File: src/rv_core_config.svh
// build-time constants for the core; XLEN is fixed at 64 and the register count must be a power of two
`ifndef RV_CORE_CONFIG_SVH
`define RV_CORE_CONFIG_SVH

// datapath
`define RV_XLEN      64
`define RV_REG_NUM   32       // x0..x31

// pc of the first accepted instruction
`define RV_RESET_PC  64'h8000_0000

// watchdog budget in cycles per instruction sent
// long data-port waits eat into it
`define RV_TIMEOUT_PER_INSTR 20

`endif

File: src/rv_core_pkg.sv
// shared core types; widths come from rv_core_config.svh, which must be on the include path
`default_nettype none
`include "rv_core_config.svh"

package rv_core_pkg;

    typedef logic [`RV_XLEN-1:0]            word_t;     // one register value
    typedef logic [31:0]                    instr_t;
    typedef logic [$clog2(`RV_REG_NUM)-1:0] reg_idx_t;

    typedef enum logic [2:0] {
        ALU_ADD,
        ALU_SUB,
        ALU_AND,
        ALU_OR,
        ALU_XOR,
        ALU_SLL
    } alu_op_e;

    typedef enum logic {
        MEM_IDLE,
        MEM_WAIT        // request out, waiting for ready
    } mem_state_e;

    typedef struct packed {
        alu_op_e alu_op;
        logic    use_imm;     // operand b from immediate
        logic    is_load;
        logic    reg_we;      // already cleared for x0
        logic    rs1_used;
        logic    rs2_used;
    } ctrl_t;

    typedef struct packed {
        word_t    pc;
        instr_t   instr;
        reg_idx_t rd;
        logic     reg_we;
        word_t    wdata;
    } commit_t;

    // what moves from one stage to the next
    typedef struct packed {
        logic     valid;
        word_t    pc;
        instr_t   instr;
        ctrl_t    ctrl;
        reg_idx_t rd;
        word_t    result;     // alu result, load address in ex/m
    } stage_t;

endpackage

`default_nettype wire

File: src/rv_hazard_unit.sv
// purely combinational; stage inputs must carry cleared valids for bubbles, EX load data is never forwarded
`timescale 1ns/10ps
`default_nettype none

module rv_hazard_unit (
    input  wire logic                  id_valid_i,
    input  wire rv_core_pkg::ctrl_t    id_ctrl_i,
    input  wire rv_core_pkg::reg_idx_t rs1_i,
    input  wire rv_core_pkg::reg_idx_t rs2_i,
    input  wire rv_core_pkg::word_t    rf_data1_i,
    input  wire rv_core_pkg::word_t    rf_data2_i,
    input  wire rv_core_pkg::stage_t   ex_stage_i,
    input  wire rv_core_pkg::stage_t   m_stage_i,
    input  wire rv_core_pkg::stage_t   wb_stage_i,
    input  wire rv_core_pkg::word_t    m_result_i,
    output rv_core_pkg::word_t         opa_o,
    output rv_core_pkg::word_t         opb_o,
    output logic                       load_use_o
);
    import rv_core_pkg::*;

    logic ex_wr;
    logic m_wr;
    logic wb_wr;

    assign ex_wr = ex_stage_i.valid && ex_stage_i.ctrl.reg_we;
    assign m_wr  = m_stage_i.valid && m_stage_i.ctrl.reg_we;
    assign wb_wr = wb_stage_i.valid && wb_stage_i.ctrl.reg_we;

    // youngest writer wins: ex, then m, then wb
    function automatic word_t fwd_sel(input reg_idx_t rs, input logic used, input word_t rf_data);
        word_t sel;
        sel = rf_data;
        if (used && rs != '0) begin
            if (ex_wr && rs == ex_stage_i.rd) begin
                if (!ex_stage_i.ctrl.is_load) begin
                    sel = ex_stage_i.result;
                end                             // load: stall below, retried next cycle
            end else if (m_wr && rs == m_stage_i.rd) begin
                sel = m_result_i;               // alu result or read data
            end else if (wb_wr && rs == wb_stage_i.rd) begin
                sel = wb_stage_i.result;
            end
        end
        return sel;
    endfunction

    always_comb begin
        opa_o = fwd_sel(rs1_i, id_ctrl_i.rs1_used, rf_data1_i);
        opb_o = fwd_sel(rs2_i, id_ctrl_i.rs2_used, rf_data2_i);
    end

    //////////////////////////////
    // load-use
    assign load_use_o = id_valid_i && ex_wr && ex_stage_i.ctrl.is_load &&
                        ((id_ctrl_i.rs1_used && rs1_i == ex_stage_i.rd) ||
                         (id_ctrl_i.rs2_used && rs2_i == ex_stage_i.rd));

    // the load in ex got its reg_we from decode, which drops it for x0
    always_comb begin
        if (load_use_o) begin
            a_no_x0_load_use: assert (ex_stage_i.rd != '0)
                else $error("load-use stall on x0");
        end
    end

endmodule

`default_nettype wire

File: config.mk
export PLATFORM = sky130hd
export DESIGN_NAME = rv_hazard_unit
export DESIGN_NICKNAME = d
export VERILOG_FILES = /design/src/rv_core_pkg.sv /design/src/rv_hazard_unit.sv
export VERILOG_INCLUDE_DIRS = /design/src /design/src/src
export SDC_FILE = /design/constraint.sdc
export NUM_CORES = 1
export LEC_CHECK = 0
export ABC_CLOCK_PERIOD_IN_PS = 2000
export BUFFER_PORTS_ARGS = -buffer_cell sky130_fd_sc_hd__buf_4
export CORE_AREA = 2 2 337 339
export DETAILED_ROUTE_END_ITERATION = 16
export DIE_AREA = 0 0 339 341
export GPL_TIMING_DRIVEN = 0
export SYNTH_ARGS = -nofsm -noshare
export SYNTH_HDL_FRONTEND = slang
export SYNTH_SLANG_ARGS = --single-unit
export TNS_END_PERCENT = 5
File: constraint.sdc
create_clock -name vclk -period 2
set_input_delay 0.3 -clock vclk [all_inputs]
set_output_delay 0.3 -clock vclk [all_outputs]
set_load 0.1 [all_outputs]
==> flow_summary.toml <==
[placement]
port_buffers = 483
place.gp.congestion = 0.9495
dpl.hpwl_mm = 93.60
placed_area_sq_mm = 0.01532

[synthesis]
synthCells = 1374
synth_top_area_cell = "o41ai_2"
netlist_area_sq_mm = 0.008615
ys_seq_area_frac = 0
yosys-top-cells-area = "o41ai_2, nand3_1, nor2_1, and3_1, a2111oi_0"
netlist.area_leader.share = 0.1133
ys_warn_count = 0
synth_common_cells = "nor2_1, nand3_1, clkbuf_1"
synth_area_per_cell_sq_um = 6.270
synth_nets = 2107
synth_cell_types = 33
synth.most_common_cell = "nor2_1"

[floorplan]
rows = 123
ioPinCount = 862
start_util = 0.07700
die_h_um = 341
die_area_sq_mm = 0.1156
core-area_sq_mm = 0.1119
dieWidth_um = 339

[status]
violations = "negative setup slack"
status = "complete, but fails checks"

[detailed_routing]
dr.pass1.iters = 7
route.detailed.drc = 0
num_vias = 16310
wl_mm = 118.4
drt_iter0_markers = 1636
wl_per_cell_um = 34.71
ant_nets = 0
vias_per_cell = 4.782

[final_layout]
finish.utilization = 0.2013
multiInputGateArea_sq_mm = 0.01292
syn2layout_area_growth_pct = 161.4
flops_and_latches = 0
fin_area_sq_mm = 0.02252
nets = 2632
fill_cells = 12340
final_layout_size_suffix_gt1_frac = 0.6452
seq_area_sq_um = 0
n_clock_buffer = 0

[timing]
period_needed_ps = 2770
setup_slack_ps = -769.9
worst_slew_pin_slew_ps = 1019
timing.slew.headroom = 0.3206
max_freq_mhz = 361.0
drv_slew = 0
final_hold_viol_count = 0
setup_viol = 129
finalCritPeriodShare = 1.385
grt_setup_unrepaired = "yes"
setup-tns-final_ps = -78120

[power_and_ir_drop]
ir_drop_mv = 0.2349
power_density_mw_per_mm2 = 350.2
p_leak_uw = 0.007773

[global_routing]
track_usage = 0.1933
antenna_found_initial = 35
grt_overflow_total = 0
grt_max_degree = 11
grt_pass1_vias = 16350
grt_pass1_wl_mm = 152.8

[min_path]
hold_start = "id_ctrl_i[0]"
hold_path.class = "primary input to primary output"

[critical_path]
startpoint_type = "primary input"
critPathRequiredTime_ps = 1700
startpoint = "rs1_i[3]"
arrival_ps = 2470
cp_max_fo = 4
cp-end-kind = "primary output"
crit_type = "primary input to primary output"

[clock_tree]
cts-hold-fix-buffers = 0

[run]
maxCapViolations = 0
[per-layer routing]
metal  wire [um]  share of wire  global-route usage  up-vias
li1            -              -                   -     6594
met1       52320           0.44              0.2708     8130
met2       48380           0.41              0.2834     1313
met3       13470           0.11             0.05905      247
met4        4068          0.034             0.05194       26
met5         149         0.0013                   0        -
[layout by cell type (no fill, tap or decap), drive strengths merged]
cell     instances
diode           14
nor2           248
clkbuf         108
a2111oi        128
and2             1
or4             13
nand3          193
nand4            1
bufbuf           2
nand3b           1
and3b            1
xor2            23
o21a             2
and3           129
o22ai           28
nor3           118
nor4            15
or3              1
a32oi           28
or2              2
o31a             2
nand2            6
and4             1
a21oi          101
buf            609
o41ai          128
xnor2            8
[logic make-up after synthesis]
group / synth area share
buffers and inverters: 0.09615
xor gates and xnor gates: 0.03152
AOI/OAI and AO/OA: 0.4354
and+or+nand+nor: 0.4369
[final timing paths]
| check | endpoint | depth (start not counted) |
|---|---|---|
| worst min-delay path | load_use_o | 4 |
| worst max-delay path | opa_o[2] | 11 |
[worst max-delay path: stages]
cell,delay [ps]
buf_8,120
buf_4,130
xor2_1,240
nor4_4,50
buf_4,170
clkbuf_4,220
buf_4,170
and3_1,150
a2111oi_1,550
nor3_4,100
buf_4,260
[where the power goes]
| group | internal (uW) | leakage [uW] | total (uW) | switching [uW] |
|---|---|---|---|---|
| Clock | 0.000539 | 0.0000000895 | 0.000539 | 0 |
| Combinational | 2710 | 0.00777 | 7890 | 5170 |
| Sequential | 0 | 0 | 0 | 0 |
| Total | 2710 | 0.00777 | 7890 | 5170 |
[layout make-up]
class                      count  share of cell area
multi-input combinational   1178              0.5737
timing repair buffer         525              0.2500
tap                         1500             0.08334
buffer                       194             0.09145
antenna                       14            0.001556
[per-stage QoR]
| step | std cells | power (uW) | hold slack, ps | setup WS (ps) |
|---|---|---|---|---|
| after floorplan | 1374 | 3424 | 847.3 | -722.6 |
| after global placement | 3357 | 5790 | 1089 | -2126 |
| after detailed placement | 3358 | 5792 | 1094 | -2145 |
| after CTS | 3383 | 7393 | 1090 | -667.1 |
| after global routing | 3404 | 8063 | 1072 | -739.4 |
| final | 3411 | 7887 | 1055 | -769.9 |
[what timing repair did]
action,CTS,global route
resized for setup,1167,265
setup buffers,21,12
pin swaps,98,58
cloned,6,2
endpoints found under the setup margin,129,129
Power figures use the tool's default switching activity.
