--- src/rv_core_config.svh ---
// build-time constants for the core; XLEN is fixed at 64 and the register count must be a power of two
`ifndef RV_CORE_CONFIG_SVH
`define RV_CORE_CONFIG_SVH

// datapath
`define RV_XLEN      64
`define RV_REG_NUM   32       // x0..x31

// pc of the first accepted instruction
`define RV_RESET_PC  64'h8000_0000

// watchdog budget in cycles per instruction sent
// long data-port waits eat into it
`define RV_TIMEOUT_PER_INSTR 20

`endif

--- src/rv_core_pkg.sv ---
// shared core types; widths come from rv_core_config.svh, which must be on the include path
`default_nettype none
`include "rv_core_config.svh"

package rv_core_pkg;

    typedef logic [`RV_XLEN-1:0]            word_t;     // one register value
    typedef logic [31:0]                    instr_t;
    typedef logic [$clog2(`RV_REG_NUM)-1:0] reg_idx_t;

    typedef enum logic [2:0] {
        ALU_ADD,
        ALU_SUB,
        ALU_AND,
        ALU_OR,
        ALU_XOR,
        ALU_SLL
    } alu_op_e;

    typedef enum logic {
        MEM_IDLE,
        MEM_WAIT        // request out, waiting for ready
    } mem_state_e;

    typedef struct packed {
        alu_op_e alu_op;
        logic    use_imm;     // operand b from immediate
        logic    is_load;
        logic    reg_we;      // already cleared for x0
        logic    rs1_used;
        logic    rs2_used;
    } ctrl_t;

    typedef struct packed {
        word_t    pc;
        instr_t   instr;
        reg_idx_t rd;
        logic     reg_we;
        word_t    wdata;
    } commit_t;

    // what moves from one stage to the next
    typedef struct packed {
        logic     valid;
        word_t    pc;
        instr_t   instr;
        ctrl_t    ctrl;
        reg_idx_t rd;
        word_t    result;     // alu result, load address in ex/m
    } stage_t;

endpackage

`default_nettype wire

--- src/rv_decode.sv ---
// decodes ADDI, SLLI, ADD, SUB, AND, OR, XOR and LD only; anything else becomes a no-write bubble
`timescale 1ns/10ps
`default_nettype none

module rv_decode (
    input  wire rv_core_pkg::instr_t   instr_i,
    output rv_core_pkg::reg_idx_t      rs1_o,
    output rv_core_pkg::reg_idx_t      rs2_o,
    output rv_core_pkg::reg_idx_t      rd_o,
    output rv_core_pkg::word_t         imm_o,
    output rv_core_pkg::ctrl_t         ctrl_o
);
    import rv_core_pkg::*;

    localparam logic [6:0] OPC_OP_IMM = 7'b0010011;
    localparam logic [6:0] OPC_OP     = 7'b0110011;
    localparam logic [6:0] OPC_LOAD   = 7'b0000011;

    logic [6:0] opcode;
    logic [2:0] funct3;
    logic [6:0] funct7;
    logic       known;
    ctrl_t      ctrl;

    assign opcode = instr_i[6:0];
    assign funct3 = instr_i[14:12];
    assign funct7 = instr_i[31:25];
    assign rd_o   = instr_i[11:7];
    assign rs1_o  = instr_i[19:15];
    assign rs2_o  = instr_i[24:20];
    assign imm_o  = {{($bits(word_t)-12){instr_i[31]}}, instr_i[31:20]};  // i-type only

    always_comb begin
        ctrl  = '0;
        known = 1'b0;
        case (opcode)
            OPC_OP_IMM: begin
                ctrl.use_imm  = 1'b1;
                ctrl.rs1_used = 1'b1;
                if (funct3 == 3'b000) begin
                    ctrl.alu_op = ALU_ADD;
                    known       = 1'b1;
                end else if (funct3 == 3'b001 && funct7[6:1] == 6'b0) begin
                    ctrl.alu_op = ALU_SLL;          // shamt is imm[5:0]
                    known       = 1'b1;
                end
            end
            OPC_OP: begin
                ctrl.rs1_used = 1'b1;
                ctrl.rs2_used = 1'b1;
                known         = 1'b1;
                case ({funct7, funct3})
                    {7'b0000000, 3'b000}: ctrl.alu_op = ALU_ADD;
                    {7'b0100000, 3'b000}: ctrl.alu_op = ALU_SUB;
                    {7'b0000000, 3'b111}: ctrl.alu_op = ALU_AND;
                    {7'b0000000, 3'b110}: ctrl.alu_op = ALU_OR;
                    {7'b0000000, 3'b100}: ctrl.alu_op = ALU_XOR;
                    default:              known       = 1'b0;
                endcase
            end
            OPC_LOAD: begin
                if (funct3 == 3'b011) begin     // ld, address = rs1 + imm
                    ctrl.alu_op   = ALU_ADD;
                    ctrl.use_imm  = 1'b1;
                    ctrl.is_load  = 1'b1;
                    ctrl.rs1_used = 1'b1;
                    known         = 1'b1;
                end
            end
            default: known = 1'b0;
        endcase
        if (!known) begin
            ctrl = '0;                          // bubble, no sources, no write
        end else begin
            ctrl.reg_we = (rd_o != '0);
        end
    end

    assign ctrl_o = ctrl;

endmodule

`default_nettype wire

--- config.mk ---
export PLATFORM = sky130hd
export DESIGN_NAME = rv_decode
export DESIGN_NICKNAME = d
export VERILOG_FILES = /design/src/rv_core_pkg.sv /design/src/rv_decode.sv
export VERILOG_INCLUDE_DIRS = /design/src /design/src/src
export SDC_FILE = /design/constraint.sdc
export NUM_CORES = 1
export LEC_CHECK = 0
export ABC_CLOCK_PERIOD_IN_PS = 3250
export BUFFER_PORTS_ARGS = -buffer_cell sky130_fd_sc_hd__buf_2
export CAP_MARGIN = 25
export CORE_ASPECT_RATIO = 0.9
export CORE_MARGIN = 5
export CORE_UTILIZATION = 35
export DETAILED_ROUTE_END_ITERATION = 8
export PLACE_DENSITY = 0.95
export SYNTH_ARGS = -nofsm -noshare
export SYNTH_HDL_FRONTEND = slang
export SYNTH_SLANG_ARGS = --single-unit
--- constraint.sdc ---
create_clock -name vclk -period 3.25
set_input_delay 0.8125 -clock vclk [all_inputs]
set_output_delay 0.8125 -clock vclk [all_outputs]
set_load 0.05 [all_outputs]
==> results.yml, run 1 <==
status:
  status: "finished, final reports clean"
synthesis:
  synthesis.area_um2: 856
  synth_warnings: 0
  syn-num-nets: 148
  postSynthCellCount: 116
  synth.distinct_cells: 24
  avgSynthCellArea_um2: 7.38
  ys_seq_area_share_pct: 0
run:
  drv_cap: 0
drt:
  drtIter0Drc: 13
  antenna_left: 0
  wl_per_cell_um: 11.1
  top_layer: "met4"
  dr.pass1.iters: 4
  vias: 641
  wl_met3_um: 155
  vias_per_cell: 4.01
  drcViolationCount: 0
  m1WireLength_um: 642
  totalWireLength_mm: 1.78
  wl_met2_um: 969
cells_and_area:
  diodes: 0
  mostFrequentLayoutCells: "93 x buf_2, 5 x inv_1, 4 x nand2_1, 4 x nor2_1, 3 x nand2b_1"
  final_common_cell: "buf_2"
  seq_cell_count: 0
  register_area_um2: 0
  area_growth_pct: -5.41
  final_core_utilization_pct: 33.7
  clockBufferCount: 0
  finalNonFillerCells: 160
  multi_input_area_um2: 275
  nNetsFinal: 166
  drive_gt1_share_pct: 79.5
  num-fill-cells: 271
place:
  place_inst: 160
  portBuffers: 94
  gp_congestion: 0.803
  dp.final_hpwl_mm: 1.59
floorplanning:
  dieHeight_um: 56.9
  coreArea_um2: 2400
  dieArea_um2: 3540
  pin_count: 119
  initial_core_util_pct: 35.6
  num_rows: 17
  die_w_um: 62.1
worst_setup_path:
  start_kind: "input port"
  critPathRequiredTime_ns: 2.44
  crit_fanout: 12
  arrival_ns: 2.31
  worst_setup_path_end_kind: "output pin"
  critPathKind: "in2out"
timing:
  tns_ns: 0
  finalHoldViolCount: 0
  slew_viol_final: 0
  max_freq_ghz: 0.320
  period_minus_slack_ns: 3.12
  slew_headroom_pct: 75.6
  worstMarginPinSlew_ns: 0.363
  finalSetupViolations: 0
  period_share_pct: 96.1
  rsz0062_at_grt: "no"
power:
  p_clk_share_pct: 0
  p_leak_nw: 0.519
  combPwrFrac_pct: 100.0
  switching_share_pct: 81.2
  ir_drop_mv: 0.224
  share_seq_of_total_power_pct: 0
  power.total_mw: 0.232
  power.internal_mw: 0.0436
  switchingPower_mw: 0.188
  p_per_area_nw_per_um2: 287
grt:
  grt-ovfl-total: 0
  grt_pass1_vias: 596
  antenna_found_initial: 0
  grt_max_degree: 44
  track_usage_pct: 8.43
  grt_pass1_wl_mm: 2.73
clock_tree:
  hold_buffers: 0
worst_hold_path:
  hold_class: "in2out"
[repair_timing]
action | in CTS | in global routing
setup buffers | 0 | 0
endpoints found under the hold margin | 0 | 0
resized for setup | 0 | 1
endpoints found under the setup margin | 0 | 1
[cell usage after synthesis, types with 2 or more instances]
| cell type | count | area, um2 |
|---|---|---|
| buf_4 | 79 | 593 |
| nand2_1 | 4 | 15.0 |
| nor2_1 | 4 | 15.0 |
| nor4_4 | 2 | 42.5 |
| inv_1 | 5 | 18.8 |
| nand2b_1 | 3 | 18.8 |
| nand3_1 | 2 | 10.0 |
[area by class of cell]
| type | count | area share [%] |
|---|---|---|
| Timing Repair Buffer | 95 | 59.4 |
| Multi-Input combinational cell | 32 | 34.0 |
| Tap cell | 28 | 4.33 |
| Inverter | 5 | 2.32 |
[metal layers]
| layer | track usage (%) | vias up |
|---|---|---|
| met2 | 14.5 | 33 |
| met5 | 0 | - |
| met1 | 10.5 | 272 |
| met4 | 1.86 | 0 |
| met3 | 2.20 | 3 |
| li1 | - | 333 |
[logic make-up after synthesis]
family	count (synthesis)	share of synthesized area (%)
buffers and inverters	84	71.5
AOI/OAI and AO/OA	7	6.73
and+or+nand+nor	25	21.8
[path summary, 6_finish.rpt]
| path | end | from | depth (start not counted) | slack (ns) |
|---|---|---|---|---|
| max | ctrl_o[7] | instr_i[31] | 6 | 0.13 |
| min | rs1_o[2] | instr_i[17] | 0 | 1.63 |
[critical path, stage by stage]
cell and delay [ns]:
buf_2 0.15, or3_4 0.36, nor4_4 0.19, nand3_1 0.20, o41ai_4 0.31, clkbuf_4 0.29
[power by group through the flow]
stage	Combinational, mW	Sequential, mW	Clock [mW]
2_1_floorplan	0.275	0	0
3_3_place_gp	0.232	0	0
6_report	0.232	0	0
3_5_place_dp	0.234	0	0
5_1_grt	0.242	0	0
4_1_cts	0.234	0	0
[metrics by stage]
stage | setup slack (ns) | instance area, um2 | hold WS (ns)
final | 0.127 | 810 | 1.63
after floorplan | 0.0731 | 887 | 1.69
after global routing | 0.0184 | 810 | 1.63
after global placement | 0.0990 | 807 | 1.63
after CTS | 0.0712 | 807 | 1.63
after detailed placement | 0.0743 | 807 | 1.63
No activity file was read; power rests on OpenSTA's default activity.
==> inputs of run 2 (changes only) <==
--- a/config.mk
+++ b/config.mk
@@ -14,6 +14,7 @@
 export CORE_UTILIZATION = 35
 export DETAILED_ROUTE_END_ITERATION = 8
 export PLACE_DENSITY = 0.95
+export RECOVER_POWER = 50
 export SYNTH_ARGS = -nofsm -noshare
 export SYNTH_HDL_FRONTEND = slang
 export SYNTH_SLANG_ARGS = --single-unit
==> run 2 against run 1 <==
  * Critical path depth unchanged
  * Highest routed layer unchanged
  * Critical path type unchanged
  * Utilization is 1.2 points lower
  * Global-route usage unchanged
  * Power down 1.7%
  * Sequential cell count did not move
  * Largest power group unchanged
  * Maximum frequency fell by 0.33%
  * Sequential share of layout area unchanged
  * Critical endpoint unchanged
  * Cell area down 3.6%
  * Combinational power is 2% lower
==> results.yml, run 2 (synthesis results as in run 1) <==
cells_and_area:
  num-fill-cells: 278
  diodes: 0
  nNetsFinal: 166
  drive_gt1_share_pct: 62.1
  register_area_um2: 0
  mostFrequentLayoutCells: "70 x buf_2, 23 x clkbuf_1, 5 x inv_1"
  multi_input_area_um2: 275
  clockBufferCount: 0
  area_growth_pct: -8.77
  final_core_utilization_pct: 32.5
  seq_cell_count: 0
  final_common_cell: "buf_2"
drt:
  vias_per_cell: 4.03
  antenna_left: 0
  drcViolationCount: 0
  drtIter0Drc: 20
  totalWireLength_mm: 1.76
  vias: 644
  wl_per_cell_um: 11.0
  dr.pass1.iters: 3
timing:
  finalHoldViolCount: 0
  slew_headroom_pct: 59.9
  tns_ns: 0
  period_minus_slack_ns: 3.13
  fin_ws_ns: 0.117
  period_share_pct: 96.4
  rsz0062_at_grt: "no"
  finalSetupViolations: 0
  worstMarginPinSlew_ns: 0.605
  max_freq_ghz: 0.319
  slew_viol_final: 0
power:
  ir_drop_mv: 0.230
  p_leak_nw: 0.456
  power.total_mw: 0.228
  p_per_area_nw_per_um2: 292
floorplanning:
  pin_count: 119
  initial_core_util_pct: 35.6
  die_w_um: 62.1
  dieHeight_um: 56.9
  coreArea_um2: 2400
  num_rows: 17
  dieArea_um2: 3540
worst_setup_path:
  critPathRequiredTime_ns: 2.44
  startpoint: "instr_i[31]"
  critPathKind: "in2out"
  start_kind: "input port"
  arrival_ns: 2.32
  crit_fanout: 12
  worst_setup_path_end_kind: "output pin"
place:
  place_ws_ns: 0.0743
  portBuffers: 94
  dp.final_hpwl_mm: 1.59
  gp_congestion: 0.803
status:
  status: "finished, final reports clean"
grt:
  antenna_found_initial: 0
  grt_max_degree: 44
  grt_pass1_wl_mm: 2.73
  track_usage_pct: 8.43
  grt_pass1_vias: 596
  grt-ovfl-total: 0
worst_hold_path:
  hold_class: "in2out"
  hold_depth: 0
  hp-start: "instr_i[17]"
clock_tree:
  cts_setup_buffers: 0
  hold_buffers: 0
run:
  drv_cap: 0
## run 2: changes by cell type in the layout (fill, tap and decap cells not counted), sizes merged
cell | previous run | this run
buf | 94 | 71
clkbuf | 1 | 24
## run 2: report_power, final
| group | internal (mW) | leakage [nW] | switching (mW) |
|---|---|---|---|
| clock network | 0 | 0 | 0 |
| logic | 0.0393 | 0.456 | 0.189 |
| registers | 0 | 0 | 0 |
## run 2: through the flow
step                      instances  hold slack (ns)  instance area, um2
after floorplan                 116             1.69                 887
after global placement          160             1.63                 807
after detailed placement        160             1.63                 807
after CTS                       160             1.63                 807
after global routing            160             1.63                 781
final                           160             1.63                 781
## run 2: final timing paths
check,slack (ns),endpoint
max,0.12,ctrl_o[7]
min,1.63,rs1_o[2]
## run 2: what timing repair did
action | in CTS | in global routing
hold endpoints to repair | 0 | 0
resized for setup | 0 | 1
setup endpoints to repair | 0 | 1
## run 2: final cells by class
class                      count  share of cell area [%]
inverter                       5                    2.40
multi-input combinational     32                    35.3
tap                           28                    4.49
timing repair buffer          95                    57.9
## run 2: worst max-delay path, stage by stage
cell and delay (ns):
buf_2 0.15, or3_4 0.36, nor4_4 0.19, nand3_1 0.20
o41ai_4 0.31, clkbuf_4 0.29
## run 2: layer usage
layer | wire length, um | global-route usage (%) | up-vias
li1 | - | - | 334
met4 | 9 | 1.86 | 0
met2 | 973 | 14.5 | 33
met3 | 163 | 2.20 | 3
met5 | 0 | 0 | -
met1 | 617 | 10.5 | 274
