$ cat config.mk
export PLATFORM = sky130hd
export DESIGN_NAME = rv_mem_stage
export DESIGN_NICKNAME = d
export VERILOG_FILES = /design/src/rv_core_pkg.sv /design/src/rv_mem_stage.sv
export VERILOG_INCLUDE_DIRS = /design/src /design/src/src
export SDC_FILE = /design/constraint.sdc
export NUM_CORES = 1
export LEC_CHECK = 0
export ABC_AREA = 1
export BUFFER_PORTS_ARGS = -buffer_cell sky130_fd_sc_hd__buf_2
export CAP_MARGIN = 20
export CORE_AREA = 4 4 209 211
export DETAILED_ROUTE_END_ITERATION = 10
export DIE_AREA = 0 0 213 215
export PLACE_DENSITY = 0.38
export SYNTH_ARGS = -nofsm -noshare
export SYNTH_HDL_FRONTEND = slang
export SYNTH_SLANG_ARGS = --single-unit
$ cat constraint.sdc
create_clock -name clk -period 6.7 [get_ports clk]
set_input_delay 0.67 -clock clk [delete_from_list [all_inputs] [get_ports clk]]
set_output_delay 0.67 -clock clk [all_outputs]
set_load 0.01 [all_outputs]
$ cat src/rv_core_config.svh
// build-time constants for the core; XLEN is fixed at 64 and the register count must be a power of two
`ifndef RV_CORE_CONFIG_SVH
`define RV_CORE_CONFIG_SVH

// datapath
`define RV_XLEN      64
`define RV_REG_NUM   32       // x0..x31

// pc of the first accepted instruction
`define RV_RESET_PC  64'h8000_0000

// watchdog budget in cycles per instruction sent
// long data-port waits eat into it
`define RV_TIMEOUT_PER_INSTR 20

`endif

$ cat src/rv_core_pkg.sv
// shared core types; widths come from rv_core_config.svh, which must be on the include path
`default_nettype none
`include "rv_core_config.svh"

package rv_core_pkg;

    typedef logic [`RV_XLEN-1:0]            word_t;     // one register value
    typedef logic [31:0]                    instr_t;
    typedef logic [$clog2(`RV_REG_NUM)-1:0] reg_idx_t;

    typedef enum logic [2:0] {
        ALU_ADD,
        ALU_SUB,
        ALU_AND,
        ALU_OR,
        ALU_XOR,
        ALU_SLL
    } alu_op_e;

    typedef enum logic {
        MEM_IDLE,
        MEM_WAIT        // request out, waiting for ready
    } mem_state_e;

    typedef struct packed {
        alu_op_e alu_op;
        logic    use_imm;     // operand b from immediate
        logic    is_load;
        logic    reg_we;      // already cleared for x0
        logic    rs1_used;
        logic    rs2_used;
    } ctrl_t;

    typedef struct packed {
        word_t    pc;
        instr_t   instr;
        reg_idx_t rd;
        logic     reg_we;
        word_t    wdata;
    } commit_t;

    // what moves from one stage to the next
    typedef struct packed {
        logic     valid;
        word_t    pc;
        instr_t   instr;
        ctrl_t    ctrl;
        reg_idx_t rd;
        word_t    result;     // alu result, load address in ex/m
    } stage_t;

endpackage

`default_nettype wire

$ cat src/rv_mem_stage.sv
// one load outstanding at a time; the responder must only raise dmem_ready_i while dmem_req_o is high
`timescale 1ns/10ps
`default_nettype none

module rv_mem_stage (
    input  wire logic                clk,
    input  wire logic                rst_n_i,
    input  wire rv_core_pkg::stage_t ex_stage_i,
    output logic                     dmem_req_o,
    output rv_core_pkg::word_t       dmem_addr_o,
    input  wire logic                dmem_ready_i,
    input  wire rv_core_pkg::word_t  dmem_rdata_i,
    output rv_core_pkg::stage_t      m_stage_o,
    output rv_core_pkg::word_t       m_result_o,
    output logic                     mem_busy_o
);
    import rv_core_pkg::*;

    mem_state_e state_q;
    mem_state_e state_d;
    stage_t     m_data_q;
    logic       m_valid_q;
    logic       ex_is_load;

    assign ex_is_load  = ex_stage_i.valid && ex_stage_i.ctrl.is_load;
    assign dmem_req_o  = (state_q == MEM_WAIT);
    assign dmem_addr_o = m_data_q.result;       // held while busy
    assign mem_busy_o  = dmem_req_o && !dmem_ready_i;
    assign m_result_o  = m_data_q.ctrl.is_load ? dmem_rdata_i : m_data_q.result;

    //////////////////////////////
    // request fsm
    always_comb begin
        state_d = state_q;
        case (state_q)
            MEM_IDLE: if (ex_is_load) state_d = MEM_WAIT;
            MEM_WAIT: if (dmem_ready_i && !ex_is_load) state_d = MEM_IDLE;  // back to back stays
            default:  state_d = MEM_IDLE;
        endcase
    end

    always_ff @(posedge clk or negedge rst_n_i) begin
        if (!rst_n_i) begin
            state_q   <= MEM_IDLE;
            m_valid_q <= 1'b0;
        end else begin
            state_q <= state_d;
            if (!mem_busy_o) begin
                m_valid_q <= ex_stage_i.valid;
            end
        end
    end

    always_ff @(posedge clk) begin
        if (!mem_busy_o) begin
            m_data_q <= ex_stage_i;
        end
    end

    always_comb begin
        m_stage_o       = m_data_q;
        m_stage_o.valid = m_valid_q;
    end

    // ready is only meaningful as the answer to a pending request
    a_ready_in_req: assert property (@(posedge clk) disable iff (!rst_n_i)
        dmem_ready_i |-> dmem_req_o)
        else $error("dmem ready without a request");

endmodule

`default_nettype wire

==> metrics, run 1 <==
top cell type's share of synthesized area 74.1%; die footprint 45,800 um2; Max Transition Viols Final 0; Finished Layout Cells 1,493; final worst path period share 41.8%; post-synthesis register bit count 175; final core occ 24.7%; total congestion overflow 0; initial antenna violation count 1; Num CTS Buffers 17; Clock Path Buffers 2; Tightest Pin Transition 0.901 ns; YS warnings 0; # setup viols final 0; post-CTS setup buffer count 0; CP cell instances nand2_4, buf_12, inv_1, buf_2; Crit Path Class flip-flop to output port; IO Port Bufs 544; vias in the first global route 5,120; vias per cell 3.44; DR WL/cell 16.0 um; Fin. Hold Viols 0; worst min path class input port to flip-flop; I/O pin total 545; Slowest-stage cell, CP buf_12; first-pass GRT wire length 33.1 mm; Multi-input gate area 842 um2; Synthesized Nets 695; Hold Worst Slack 0.399 ns; DRC errors left 0; syn_area_per_cell 15.4 um2; slowest cell delay on critical path 0.64 ns; pre-CTS setup slack 3.93 ns; clk sink count 175; Core Rows 75; Crit. End Element output port; Clk Latency, worst-skew pair 0.44 ns; total power draw 2.71 mW; router iterations before antenna repair 4; worst relative slew slack 39.9%; post-route cell area 10,300 um2; Leakage Power 4.92 nW; H-tree depth 4; dpl hpwl 19.2 mm; startpoint types flip-flop; Core Area 41,800 um2; outcome finished clean; Mapped Cells 454; Die X 213 um; Setup TNS 0 ns; Fill cells 4,471; GRT Total Usage 9.88%; Worst Path Required 6.03 ns; sequential-to-total area share from yosys stat 74.8%; DR vias 5,138; Critical Path AT 2.13 ns; placed instance area 9770 um2; Reg area 5250 um2; Layout area overhead 47.3%; f_max 357 MHz; Netlist Area Pre-Place 7010 um2; RSZ-0062 raised after global routing false; placed cells 1,460; CTS tree yes; ANT nets after route 0; Post-Route WL 23.9 mm; largest net degree at the start of global routing 155; MaxCap Viol Count 0; GP Congestion 0.772; post-synth cell types 12; power density over the cells 262 nW/um2; Iter 0 DRT Violations 193; Area contributors post-synth edfxtp_1, o21ai_2, buf_4; worst clock skew 0.0110 ns; Die H 215 um; root buf cell clkbuf_16; starting density of the core 16.8%; fin crit period 2.80 ns; Max IR drop VDD 0.166 mV; setup slack after layout 3.90 ns; fraction of layout instances using a drive strength above 1 67.4%; crit path max fanout 154; Reg clk slew, reported paths 0.07 ns; Layout Nets 1,182; leading area contributor after synthesis edfxtp_1
-- final cells by class --
| type | count | share of cell area (%) |
|---|---|---|
| tap | 539 | 6.53 |
| clock buffer | 19 | 4.19 |
| clock inverter | 12 | 1.07 |
| antenna | 1 | 0.0242 |
| timing repair buffer | 547 | 26.8 |
| inverter | 66 | 2.40 |
| sequential | 175 | 50.8 |
| multi-input combinational | 134 | 8.15 |
-- report_power, final --
part / internal [mW] / switching, mW
combinational: 0.177 / 0.243
sequential: 1.30 / 0.0456
clock: 0.510 / 0.428
-- repair_timing --
item / CTS / global route
resized for setup: 0 / 0
hold endpoints to repair: 2 / 0
hold buffers: 1 / 0
-- worst max-delay path: cells and delay by family (launching register included) --
kind | cells | cell delay, ns
flops | 1 | 0.42
buf+inv | 3 | 0.90
simple gates | 1 | 0.29
-- cell usage after synthesis, drive strengths merged --
cell type,number
inv,66
clkbuf,1
nand3,1
buf,78
o21ai,64
dfrtp,2
edfxtp,173
nand2,69
-- cell families after synthesis --
kind of cell / share of synthesized area (%)
AOI/OAI and AO/OA: 7.99
buffers and inverters: 13.3
DFF: 74.8
and+or+nand+nor: 3.91
-- per-layer routing --
layer | vias up | share of wire [%] | global-route usage, % | wire length [um]
met5 | - | 0.046 | 0 | 11
li1 | 2468 | - | - | -
met4 | 2 | 1.4 | 3.26 | 331
met1 | 2372 | 37 | 10.5 | 8870
met2 | 278 | 51 | 17.4 | 12300
met3 | 18 | 10 | 4.45 | 2380
-- cells in the final DEF, fill, tap and decap left out --
cell type and count:
buf_2 544, edfxtp_1 173, inv_1 66, o21ai_2 64, nand2_1 64, clkbuf_16 17
clkinvlp_4 5, nand2_2 4, inv_6 3, clkbuf_1 2, clkinv_1 2, dfrtp_1 2
buf_12 2, diode_2 1, nand2_4 1, nand3_1 1, clkinv_4 1, bufinv_16 1
dlygate4sd3_1 1
-- state kept, by name (all words and copies together) (netlist names) --
register,cells
dmem_req_o,1
m_stage_o,109
dmem_addr_o,64
m_valid_q,1
-- final timing paths --
path	startpoint	endpoint	slack, ns	cells after the start
max	dmem_req_o$_DFF_PN0_	mem_busy_o	3.90	4
min	ex_stage_i[167]	m_stage_o[167]$_DFFE_PN_	0.40	1
max reg2reg	dmem_req_o$_DFF_PN0_	dmem_addr_o[12]$_DFFE_PN_	4.81	2
min reg2reg	m_valid_q$_DFFE_PN0N_	m_valid_q$_DFFE_PN0N_	0.54	2
max in group asynchronous	rst_n_i	m_valid_q$_DFFE_PN0N_	6.00	2
min in group asynchronous	rst_n_i	dmem_req_o$_DFF_PN0_	0.59	2
No activity file was read; power rests on OpenSTA's default activity.
==> run 2: changes to the inputs <==
--- a/config.mk
+++ b/config.mk
@@ -9,10 +9,10 @@
 export ABC_AREA = 1
 export BUFFER_PORTS_ARGS = -buffer_cell sky130_fd_sc_hd__buf_2
 export CAP_MARGIN = 20
-export CORE_AREA = 4 4 209 211
+export CORE_AREA = 4 4 212 214
 export DETAILED_ROUTE_END_ITERATION = 10
-export DIE_AREA = 0 0 213 215
-export PLACE_DENSITY = 0.38
+export DIE_AREA = 0 0 216 218
+export PLACE_DENSITY = 0.37
 export SYNTH_ARGS = -nofsm -noshare
 export SYNTH_HDL_FRONTEND = slang
 export SYNTH_SLANG_ARGS = --single-unit
==> constraint.sdc (replaced) <==
create_clock -name clk -period 2.6 [get_ports clk]
set_input_delay 0.26 -clock clk [delete_from_list [all_inputs] [get_ports clk]]
set_output_delay 0.26 -clock clk [all_outputs]
set_load 0.01 [all_outputs]
==> metrics, run 2 (synthesis gave the netlist of run 1 again) <==
met2 wire len 13.5 mm (+9.8%); Worst Path Required 2.34 ns (-3.69 ns); commonest cells after routing, fill and taps aside buf_2, dlygate4sd3_1, edfxtp_1, inv_1; Iter 0 DRT Violations 157 (-19%); Max IR drop VDD 0.419 mV (+150%); Die H 218 um (+1.4%); f_max 507 MHz; Leakage Power 5.70 nW (+16%); # setup viols final 0 (unchanged); initial antenna violation count 2 (+1); vias in the first global route 6,000 (+17%); max reg flops 109 (unchanged); Tightest Pin Transition 0.547 ns (-0.354 ns); Post-Route WL 25.6 mm (+7.3%); H-tree depth 4 (unchanged); Clk Latency, worst-skew pair 0.45 ns (about the same); ANT nets after route 0 (unchanged); met3 WL 2.57 mm (+7.7%); outcome finished clean; Fin. Hold Viols 0 (unchanged); post_cts resized 0 (unchanged); Critical Path AT 1.71 ns (-0.42 ns); routed length on met1 9.25 mm (+4.2%); Core Rows 76 (+1.3%); DRC errors left 0 (unchanged); Reg clk slew, reported paths 0.07 ns (about the same); worst clock skew 0.00651 ns (-0.00444 ns); Num CTS Buffers 17 (unchanged); worst min path class input port to flip-flop; fin crit period 1.97 ns; clk sink count 175 (unchanged); largest net degree at the start of global routing 90 (-42%); Die X 216 um (+1.4%); GRT Total Usage 10.4% (+0.55 points); Core Area 42,900 um2 (+2.7%); MaxCap Viol Count 0 (unchanged); fraction of layout instances using a drive strength above 1 57.4% (-10 points); Fill cells 4,500 (+0.65%); Finished Layout Cells 1,718 (+15%); reg2reg end m_stage_o[109]$_DFFE_PN_; CTS tree yes; worst reg2reg path startpoint dmem_req_o$_DFF_PN0_; starting density of the core 16.4% (-0.44 points); placed cells 1,510 (+3.4%); Setup TNS 0 ns (unchanged); worst relative slew slack 63.5% (+24 points); crit path max fanout 40 (-74%); startpoint types flip-flop; I/O pin total 545 (unchanged); DR WL/cell 14.9 um (-6.8%); Crit Path Class flip-flop to output port; commonest non-fill, non-tap cell in the layout buf_2; hold endpoint m_valid_q$_DFFE_PN0N_; Max Transition Viols Final 0 (unchanged); IO Port Bufs 544 (unchanged); die footprint 47,100 um2 (+2.8%); first-pass GRT wire length 36.6 mm (+11%); Crit. End Element output port; power density over the cells 609 nW/um2 (+130%); Worst R2R Path Depth 2 (unchanged); worst hold start ex_stage_i[173]; R2R Setup Slk 1.01 ns (-3.80 ns); total power draw 7.44 mW (+180%); root buf cell clkbuf_16; router iterations before antenna repair 4 (unchanged); Layout area overhead 74.4%; GP Congestion 0.781 (+1.2%); hold-critical path depth 3 (+2); Clock Path Buffers 2 (unchanged); final worst path period share 75.8%; Layout Nets 1,359 (+15%); DR vias 5,747 (+12%); vias per cell 3.35 (-2.8%); dpl hpwl 19.6 mm (+2.1%); highest routed layer met4; total congestion overflow 0 (unchanged); RSZ-0062 raised after global routing false
[run 2: final cells by class]
cell class	instances	area, um2	share of cell area, %
multi-input cells	134	851	6.96
diodes	2	5.00	0.0409
clock inverters	12	154	1.26
well taps	585	732	5.99
clock buffers	20	447	3.65
flip-flops and latches	175	5250	42.9
repair buffers	724	4550	37.2
inverters	66	248	2.03
[run 2: worst max-delay path by stage]
| stage | from | endpoint | slack, ns | depth (start not counted) |
|---|---|---|---|---|
| finish | m_stage_o[72]$_DFFE_PN_ | m_result_o[54] | 0.63 | 4 |
| global route | m_stage_o[72]$_DFFE_PN_ | m_result_o[8] | 0.45 | 4 |
| CTS | m_stage_o[72]$_DFFE_PN_ | m_result_o[8] | 0.51 | 4 |
| detailed placement | dmem_req_o$_DFF_PN0_ | m_stage_o[92]$_DFFE_PN_ | 0.97 | 2 |
| global placement | dmem_req_o$_DFF_PN0_ | m_stage_o[92]$_DFFE_PN_ | 0.96 | 2 |
| floorplan | dmem_req_o$_DFF_PN0_ | mem_busy_o | 0.45 | 2 |
[run 2: per-stage QoR]
stage,setup WS (ns),hold slack (ns),utilization [%],instance area (um2)
after floorplan,0.450,-0.0356,-,7020
after global placement,0.961,0.0618,23.0,9880
after detailed placement,0.973,0.0602,23.0,9880
after CTS,0.511,0.00175,28.5,12200
after global routing,0.451,0.0350,28.5,12200
final,0.628,0.0386,28.5,12200
[run 2: critical path: stages, from the launching register on]
cell      delay [ns]
edfxtp_1        0.40
buf_4           0.48
nand2_1         0.14
o21ai_2         0.08
buf_2           0.14
[run 2: repair_timing]
item                      in CTS  in global routing
hold buffers                 173                  1
buffers inserted               0                  0
hold endpoints to repair     174                  1
[run 2: power by group]
group          switching [mW]  internal, mW  leakage, nW  total, mW
sequential              0.113          3.35         1.80       3.47
combinational           0.675         0.634         3.62       1.31
clock                    1.20          1.47        0.285       2.67
[run 2: routing by layer]
layer  global-route usage [%]  up-vias
met5                        0        -
met4                     3.16        0
met3                     4.88       16
met2                     18.5      282
met1                     11.1     2627
li1                         -     2822
